--- config.mk ---
export PLATFORM = sky130hd
export DESIGN_NAME = axis5_master
export DESIGN_NICKNAME = d
export VERILOG_FILES = /design/src/hw/axis5_pkg.sv /design/src/hw/axis5_master.sv /design/src/hw/axis5_parity_checker.sv /design/src/hw/axis5_skid_buffer.sv
export SDC_FILE = /design/constraint.sdc
export NUM_CORES = 1
export LEC_CHECK = 0
export BUFFER_PORTS_ARGS = -buffer_cell sky130_fd_sc_hd__buf_2
export CAP_MARGIN = 20
export CORE_AREA = 5 5 127 129
export DETAILED_ROUTE_END_ITERATION = 8
export DIE_AREA = 0 0 132 134
export PLACE_DENSITY = 0.81
export SETUP_SLACK_MARGIN = 0.5
export SLEW_MARGIN = 20
export SYNTH_ARGS = -nofsm -noshare
export SYNTH_HDL_FRONTEND = slang
export SYNTH_HIERARCHICAL = 1
export SYNTH_SLANG_ARGS = --single-unit
export TNS_END_PERCENT = 50
--- constraint.sdc ---
create_clock -name aclk -period 3.6 [get_ports aclk]
set_input_delay 0.54 -clock aclk [delete_from_list [all_inputs] [get_ports aclk]]
set_output_delay 0.54 -clock aclk [all_outputs]
set_load 0.01 [all_outputs]
--- src/hw/axis5_pkg.sv ---
// axis5_pkg: default field widths and buffer depth for the AXI5-Stream master stage

package axis5_pkg;

    // Byte lane size, also the size of one parity group
    localparam int BYTE_WIDTH = 8;

    // tdata width, must be a multiple of BYTE_WIDTH
    localparam int DEFAULT_DATA_WIDTH = 32;

    // Sideband widths, zero means the field is absent
    localparam int DEFAULT_ID_WIDTH = 8;
    localparam int DEFAULT_DEST_WIDTH = 4;
    localparam int DEFAULT_USER_WIDTH = 1;

    // Entries in the output skid FIFO
    localparam int DEFAULT_SKID_DEPTH = 4;

endpackage : axis5_pkg
--- src/hw/axis5_master.sv ---
// axis5_master: AXI5-Stream master output stage with skid FIFO and tparity checking

`timescale 1ns/1ps

module axis5_master #(
    parameter int SKID_DEPTH = axis5_pkg::DEFAULT_SKID_DEPTH,
    parameter int AXIS_DATA_WIDTH = axis5_pkg::DEFAULT_DATA_WIDTH,
    parameter int AXIS_ID_WIDTH = axis5_pkg::DEFAULT_ID_WIDTH,
    parameter int AXIS_DEST_WIDTH = axis5_pkg::DEFAULT_DEST_WIDTH,
    parameter int AXIS_USER_WIDTH = axis5_pkg::DEFAULT_USER_WIDTH,
    parameter bit ENABLE_WAKEUP = 1'b1,
    parameter bit ENABLE_PARITY = 1'b1,
    localparam int STRB_WIDTH = AXIS_DATA_WIDTH / axis5_pkg::BYTE_WIDTH,
    // Absent fields keep a one-bit port driven as zero
    localparam int ID_PORT_WIDTH = (AXIS_ID_WIDTH > 0) ? AXIS_ID_WIDTH : 1,
    localparam int DEST_PORT_WIDTH = (AXIS_DEST_WIDTH > 0) ? AXIS_DEST_WIDTH : 1,
    localparam int USER_PORT_WIDTH = (AXIS_USER_WIDTH > 0) ? AXIS_USER_WIDTH : 1,
    localparam int PARITY_PORT_WIDTH = ENABLE_PARITY ? STRB_WIDTH : 1
) (
    input  logic                         aclk,
    input  logic                         aresetn,

    // fub side
    input  logic [AXIS_DATA_WIDTH-1:0]   fub_axis_tdata,
    input  logic [STRB_WIDTH-1:0]        fub_axis_tstrb,
    input  logic                         fub_axis_tlast,
    input  logic [ID_PORT_WIDTH-1:0]     fub_axis_tid,
    input  logic [DEST_PORT_WIDTH-1:0]   fub_axis_tdest,
    input  logic [USER_PORT_WIDTH-1:0]   fub_axis_tuser,
    input  logic                         fub_axis_twakeup,
    input  logic [PARITY_PORT_WIDTH-1:0] fub_axis_tparity,
    input  logic                         fub_axis_tvalid,
    output logic                         fub_axis_tready,

    // Master side
    output logic [AXIS_DATA_WIDTH-1:0]   m_axis_tdata,
    output logic [STRB_WIDTH-1:0]        m_axis_tstrb,
    output logic                         m_axis_tlast,
    output logic [ID_PORT_WIDTH-1:0]     m_axis_tid,
    output logic [DEST_PORT_WIDTH-1:0]   m_axis_tdest,
    output logic [USER_PORT_WIDTH-1:0]   m_axis_tuser,
    output logic                         m_axis_twakeup,
    output logic [PARITY_PORT_WIDTH-1:0] m_axis_tparity,
    output logic                         m_axis_tvalid,
    input  logic                         m_axis_tready,

    // Status
    output logic                         busy,
    output logic                         parity_error
);

    // Beat word layout, LSB first: tparity, twakeup, tuser, tdest, tid, tlast, tstrb, tdata
    localparam int PAR_BITS = ENABLE_PARITY ? STRB_WIDTH : 0;
    localparam int WAKE_BITS = ENABLE_WAKEUP ? 1 : 0;
    localparam int WAKE_LSB = PAR_BITS;
    localparam int USER_LSB = WAKE_LSB + WAKE_BITS;
    localparam int DEST_LSB = USER_LSB + AXIS_USER_WIDTH;
    localparam int ID_LSB = DEST_LSB + AXIS_DEST_WIDTH;
    localparam int LAST_LSB = ID_LSB + AXIS_ID_WIDTH;
    localparam int STRB_LSB = LAST_LSB + 1;
    localparam int DATA_LSB = STRB_LSB + STRB_WIDTH;
    localparam int BEAT_WIDTH = DATA_LSB + AXIS_DATA_WIDTH;
    localparam int COUNT_WIDTH = $clog2(SKID_DEPTH + 1);

    logic [BEAT_WIDTH-1:0]  beat_in;
    logic [BEAT_WIDTH-1:0]  beat_out;
    logic [COUNT_WIDTH-1:0] buf_count;

    // Core fields always travel
    assign beat_in[DATA_LSB +: AXIS_DATA_WIDTH] = fub_axis_tdata;
    assign beat_in[STRB_LSB +: STRB_WIDTH] = fub_axis_tstrb;
    assign beat_in[LAST_LSB] = fub_axis_tlast;

    assign m_axis_tdata = beat_out[DATA_LSB +: AXIS_DATA_WIDTH];
    assign m_axis_tstrb = beat_out[STRB_LSB +: STRB_WIDTH];
    assign m_axis_tlast = beat_out[LAST_LSB];

    // Optional fields take storage only when present
    if (AXIS_ID_WIDTH > 0) begin : g_tid
        assign beat_in[ID_LSB +: AXIS_ID_WIDTH] = fub_axis_tid;
        assign m_axis_tid = beat_out[ID_LSB +: AXIS_ID_WIDTH];
    end else begin : g_no_tid
        assign m_axis_tid = '0;
    end

    if (AXIS_DEST_WIDTH > 0) begin : g_tdest
        assign beat_in[DEST_LSB +: AXIS_DEST_WIDTH] = fub_axis_tdest;
        assign m_axis_tdest = beat_out[DEST_LSB +: AXIS_DEST_WIDTH];
    end else begin : g_no_tdest
        assign m_axis_tdest = '0;
    end

    if (AXIS_USER_WIDTH > 0) begin : g_tuser
        assign beat_in[USER_LSB +: AXIS_USER_WIDTH] = fub_axis_tuser;
        assign m_axis_tuser = beat_out[USER_LSB +: AXIS_USER_WIDTH];
    end else begin : g_no_tuser
        assign m_axis_tuser = '0;
    end

    if (ENABLE_WAKEUP) begin : g_twakeup
        assign beat_in[WAKE_LSB] = fub_axis_twakeup;
        assign m_axis_twakeup = beat_out[WAKE_LSB];
    end else begin : g_no_twakeup
        assign m_axis_twakeup = 1'b0;
    end

    axis5_skid_buffer #(
        .DEPTH      (SKID_DEPTH),
        .DATA_WIDTH (BEAT_WIDTH)
    ) skid_inst (
        .aclk     (aclk),
        .aresetn  (aresetn),
        .wr_valid (fub_axis_tvalid),
        .wr_ready (fub_axis_tready),
        .wr_data  (beat_in),
        .rd_valid (m_axis_tvalid),
        .rd_ready (m_axis_tready),
        .rd_data  (beat_out),
        .rd_count (buf_count)
    );

    // Parity travels in the low bits and is checked as the beat leaves
    if (ENABLE_PARITY) begin : g_tparity
        assign beat_in[0 +: STRB_WIDTH] = fub_axis_tparity;
        assign m_axis_tparity = beat_out[0 +: STRB_WIDTH];

        axis5_parity_checker #(
            .DATA_WIDTH (AXIS_DATA_WIDTH)
        ) parity_checker_inst (
            .aclk         (aclk),
            .aresetn      (aresetn),
            .beat_data    (m_axis_tdata),
            .beat_parity  (m_axis_tparity),
            .beat_valid   (m_axis_tvalid),
            .beat_ready   (m_axis_tready),
            .parity_error (parity_error)
        );
    end else begin : g_no_tparity
        assign m_axis_tparity = '0;
        assign parity_error = 1'b0;
    end

    // Stored beats or an offered beat
    assign busy = (buf_count != '0) || fub_axis_tvalid;

endmodule : axis5_master

--- src/hw/axis5_parity_checker.sv ---
// axis5_parity_checker: per-byte parity check on outgoing beats with a sticky error flag

`timescale 1ns/1ps

module axis5_parity_checker #(
    parameter int DATA_WIDTH = 32,
    localparam int LANES = DATA_WIDTH / axis5_pkg::BYTE_WIDTH
) (
    input  logic                  aclk,
    input  logic                  aresetn,

    // Beat at the buffer head and its handshake
    input  logic [DATA_WIDTH-1:0] beat_data,
    input  logic [LANES-1:0]      beat_parity,
    input  logic                  beat_valid,
    input  logic                  beat_ready,

    output logic                  parity_error
);

    logic [LANES-1:0] expected_parity;
    logic             mismatch;

    // One XOR reduction per byte lane
    always_comb begin
        for (int lane = 0; lane < LANES; lane++) begin
            expected_parity[lane] =
                ^beat_data[lane * axis5_pkg::BYTE_WIDTH +: axis5_pkg::BYTE_WIDTH];
        end
    end

    // Only a beat that actually leaves is judged, so a stalled beat counts once
    assign mismatch = beat_valid && beat_ready && (expected_parity != beat_parity);

    // Sticky until reset
    always_ff @(posedge aclk or negedge aresetn) begin
        if (!aresetn) begin
            parity_error <= 1'b0;
        end else if (mismatch) begin
            parity_error <= 1'b1;
        end
    end

endmodule : axis5_parity_checker

--- src/hw/axis5_skid_buffer.sv ---
// axis5_skid_buffer: register FIFO with valid/ready on both sides and an occupancy count

`timescale 1ns/1ps

module axis5_skid_buffer #(
    parameter int DEPTH = 4,
    parameter int DATA_WIDTH = 32,
    localparam int COUNT_WIDTH = $clog2(DEPTH + 1),
    localparam int PTR_WIDTH = (DEPTH > 1) ? $clog2(DEPTH) : 1
) (
    input  logic                   aclk,
    input  logic                   aresetn,

    // Write side
    input  logic                   wr_valid,
    output logic                   wr_ready,
    input  logic [DATA_WIDTH-1:0]  wr_data,

    // Read side, head entry shown combinationally
    output logic                   rd_valid,
    input  logic                   rd_ready,
    output logic [DATA_WIDTH-1:0]  rd_data,
    output logic [COUNT_WIDTH-1:0] rd_count
);

    logic [DATA_WIDTH-1:0]  mem [DEPTH];
    logic [PTR_WIDTH-1:0]   wr_ptr;
    logic [PTR_WIDTH-1:0]   rd_ptr;
    logic [COUNT_WIDTH-1:0] count;
    logic                   wr_en;
    logic                   rd_en;

    // Advance a pointer, wrapping at DEPTH so any depth works
    function automatic logic [PTR_WIDTH-1:0] next_ptr(input logic [PTR_WIDTH-1:0] ptr);
        logic [PTR_WIDTH-1:0] result;
        if (ptr == PTR_WIDTH'(DEPTH - 1)) begin
            result = '0;
        end else begin
            result = ptr + PTR_WIDTH'(1);
        end
        return result;
    endfunction

    assign rd_valid = (count != '0);
    assign rd_data = mem[rd_ptr];
    assign rd_count = count;

    // A full buffer still accepts a beat when the head leaves in the same cycle
    assign wr_ready = (count < COUNT_WIDTH'(DEPTH)) || rd_en;

    assign wr_en = wr_valid && wr_ready;
    assign rd_en = rd_valid && rd_ready;

    // Storage
    always_ff @(posedge aclk) begin
        if (wr_en) begin
            mem[wr_ptr] <= wr_data;
        end
    end

    always_ff @(posedge aclk or negedge aresetn) begin
        if (!aresetn) begin
            wr_ptr <= '0;
        end else if (wr_en) begin
            wr_ptr <= next_ptr(wr_ptr);
        end
    end

    always_ff @(posedge aclk or negedge aresetn) begin
        if (!aresetn) begin
            rd_ptr <= '0;
        end else if (rd_en) begin
            rd_ptr <= next_ptr(rd_ptr);
        end
    end

    // Occupancy, unchanged on a simultaneous write and read
    always_ff @(posedge aclk or negedge aresetn) begin
        if (!aresetn) begin
            count <= '0;
        end else begin
            case ({wr_en, rd_en})
                2'b10: count <= count + COUNT_WIDTH'(1);
                2'b01: count <= count - COUNT_WIDTH'(1);
                default: count <= count;
            endcase
        end
    end

endmodule : axis5_skid_buffer

==> results.md <==
Critical path:
- The number of cells on the worst reg-to-reg path is 7.
- Across all register-to-register paths, the minimum setup slack is between 0.8 and 0.9 ns.
- The worst setup path is launched from a register.
- The peak fanout along the critical path is 20.
- The arrival time at the worst endpoint is 2.29 ns.
- In this run the critical register-to-register path is launched from skid_inst/rd_ptr[0].
- The kind of end point of the critical path is an output pin.
- The worst setup path is of the reg2out kind.
- STA puts the critical path data required time at 3.06 ns.
- The endpoint identified for the worst register-to-register timing path is g_tparity.parity_checker_inst/parity_error.

Layout:
- The multi-input combinational cells in the finished layout cover a total of 0.00180 sq mm.
- The area growth from synthesis to layout is 17.5%.
- The repair_antennas step left the layout with diodes totalling 0.
- The net count of the finished layout is 566.
- The fraction of layout instances using a drive strength above 1 is 0.418.
- Counting the fill cells in the layout gives 916.
- The fraction of the core area covered by cells at the end of the flow is 0.687.
- The area occupied by registers is 0.00681 sq mm.

STA:
- The minimum period implied by the final worst setup slack is approximately 2.8 ns.
- The normalized max-slew margin is 0.487.
- The part of the cycle the worst path needs is 0.786.
- In the post-route analysis, the smallest setup slack over all paths is 0.769 ns.
- The max-slew violation count is 0.
- The final setup violation count is 0.
- After routing, the total negative slack on setup checks comes to 0 ns.
- Setup repair after global routing left no endpoint under its margin.
- The count of final hold-check violations is 0.
- The achievable clock frequency is roughly 350 MHz.
- At the pin with the least slew margin, the transition time is between 0.7 and 0.8 ns.
- Clock skew on the completed layout was measured at about 0.007 ns.

Hold path:
- The number of stages on the worst hold path is 1.
- The worst hold path begins at fub_axis_tstrb[0].
- For hold timing, the worst endpoint is skid_inst/mem[2][19].
- The tightest min-delay check is of the in2reg type.

Route:
- The count of vias placed by the detailed router is just over 4,000.
- Dividing the detail-routed wire length by the instance count gives approximately 22 um.
- In this run, the number of DRC markers left after iteration 0 of detailed routing was around 220.
- Summed over all layers, the routed wires come to ~16 mm.
- In the routed design, unresolved DRC markers number 0.
- The via-per-instance ratio is 5.75.
- In the detailed route, the total length drawn on met3 is approximately 1.3 mm.
- The number of detailed-route iterations in the first pass is 4.
- The routed length on met2 is 8.20 mm.
- The detailed-routing wirelength on met1 is 5.90 mm.
- The topmost layer with routed signal wires is met5.
- The remaining number of nets flagged by the antenna check after routing is 0.

Yosys:
- For this run, the leading register cell type out of synthesis is edfxtp_1.
- Counting flops and latches in the post-synthesis netlist gives 228.
- Synthesis produced a netlist whose cell count is between 300 and 400.
- The yosys synthesis warning count is 6.
- The mean instance size in the synthesized netlist is 24.1 sq um.
- The synthesized design contains 220 enable-type register cells.
- The share of the Yosys chip area taken by registers is 0.781.
- Synthesis produced a netlist with a net count of roughly 430.
- Counting distinct cell types in the post-synthesis netlist gives 26.
- The synthesized netlist occupies a cell area of 0.00872 sq mm.
- The async set or reset register ratio after synthesis is 0.0351.

Global route:
- The initial antenna violation count is 1.
- The pin count of the biggest net entering global routing is 37.
- The number of global-route vias before repair is between 4,000 and 5,000.
- The global routing usage summed across all routing layers is 0.181.
- The first global-routing pass estimated 24.5 mm of wire.
- Global routing finished with a remaining overflow of 0.

Power and ir drop:
- The final total power is between 9000 and 10,000 uW.
- The static leakage power is approximately 0.0036 uW.
- The total power density per cell area is around 880 mW/mm^2.
- The worst ir drop on vdd is around 0.55 mV.

Run status:
- The run finished with clean final reports.

Die:
- The starting density of the core is 0.584.
- The core region is 0.0149 sq mm.
- From bottom edge to top edge, the die measures about 130 um.
- In this run the core area contains 45 standard-cell rows.
- roughly 120 I/O pins were placed.
- The area of the die is 0.0177 sq mm.
- In this run the horizontal extent of the chip is roughly 130 um.

CTS:
- The clock tree buffer depth is 3.
- The number of gates given a new drive strength after cts is 0.
- The maximum level of the CTS H-tree is 1.
- The clock root buffer is clkbuf_16.
- TritonCTS built the clock tree.
- CTS saw around 230 sinks.
- Clock-pin slew was measured on the worst setup and hold paths at 0.06 ns.
- Clock tree synthesis inserted a total of 23 buffers.
- At the later pin of the worst-skew pair, clock insertion delay measures around 0.5 ns.

Placement:
- The routability-driven placement congestion ratio is 0.705.
- During placement, the flow inserted port buffers numbering about 120.
- OpenSTA, run right after detailed placement, puts the worst setup slack at between 0.5 and 0.6 ns.
- The half-perimeter wire length after detailed placement is 9.99 mm.

Job:
- Max-cap violations in this run came to 0.
==> critical path, cell delays in order, from the launching register on <==
cell and delay [ns]:
dfrtp_4 0.70, buf_4 0.34, mux4_2 0.57, buf_2 0.17
==> synth_stat cells, types with 2 or more instances <==
cell / count / area, sq um
xnor3_1: 4 / 90.1
and3_1: 4 / 25.0
xor2_1: 10 / 87.6
inv_1: 7 / 26.3
nor2_1: 3 / 11.3
buf_4: 2 / 15.0
xnor2_1: 17 / 149
o21ai_0: 2 / 10.0
ha_1: 6 / 75.1
nand3_1: 2 / 10.0
mux2_2: 2 / 22.5
clkbuf_1: 2 / 7.51
buf_6: 4 / 45.0
edfxtp_1: 220 / 6610
mux4_2: 55 / 1240
buf_2: 5 / 25.0
dfrtp_1: 8 / 200
==> power by group <==
part / internal, uW / total, uW / switching (uW)
combinational: 1680 / 3330 / 1650
sequential: 3400 / 3630 / 230
clock: 1160 / 2040 / 885
==> routing by layer <==
metal / vias up / track usage
met4: 2 / 0.0514
met3: 26 / 0.0570
met5: - / 0
met2: 146 / 0.307
met1: 2078 / 0.226
li1: 1786 / -
==> worst max-delay path by stage <==
stage	start	endpoint	cells after the start
final	skid_inst/rd_ptr[0]	m_axis_tdata[2]	3
after global routing	skid_inst/rd_ptr[0]	m_axis_tdata[2]	3
after CTS	skid_inst/rd_ptr[0]	m_axis_tdata[6]	3
after detailed placement	skid_inst/rd_ptr[0]	g_tparity.parity_checker_inst/parity_error	7
after global placement	skid_inst/rd_ptr[0]	g_tparity.parity_checker_inst/parity_error	7
after floorplan	m_axis_tready	skid_inst/mem[0][0]	3
==> stage by stage <==
| step | area, sq um | std cells | hold WS, ns |
|---|---|---|---|
| final | 10200 | 702 | 0.253 |
| after global routing | 10200 | 702 | 0.238 |
| after CTS | 10200 | 702 | 0.240 |
| after detailed placement | 9570 | 661 | 0.395 |
| after global placement | 9570 | 661 | 0.389 |
| after floorplan | 8720 | 362 | 0.244 |
==> cell usage in the layout (no fill, tap or decap), types with 4 or more instances in the layout <==
cell       instances
inv_1              7
ha_1               6
xor2_1            10
and3_2             4
mux4_2            55
xnor3_1            4
edfxtp_1         220
buf_12             6
clkbuf_16         23
xnor2_1           17
buf_2            117
dfrtp_1            6
clkinv_1           9
==> flip-flops by register name, indices dropped and copies added, names as in the netlist <==
signal	cells
g_tparity.parity_checker_inst/parity_error	1
skid_inst/mem	220
skid_inst/rd_count	3
skid_inst/rd_ptr	2
skid_inst/wr_ptr	2
==> cell families (layout without fill, tap and decap cells) <==
kind of cell | after synthesis | count (layout) | share of synthesized area
xor+xnor | 31 | 31 | 0.0375
mux | 58 | 58 | 0.146
simple gates | 15 | 15 | 0.00947
flops | 228 | 228 | 0.781
buf+inv | 20 | 172 | 0.0136
fa+ha+maj | 7 | 7 | 0.0109
compound gates | 3 | 3 | 0.00215
==> cell type report <==
class	instances	area share
well taps	188	0.0229
repair buffers	126	0.0713
clock inverters	13	0.00586
flip-flops and latches	228	0.665
inverters	7	0.00256
multi-input cells	114	0.176
clock buffers	26	0.0573
==> timing repair <==
action	CTS	global route
hold endpoints to repair	8	0
endpoints found under the setup margin	16	0
buffers inserted	1	0
hold buffers	1	0
No activity file was read; power rests on OpenSTA's default activity.
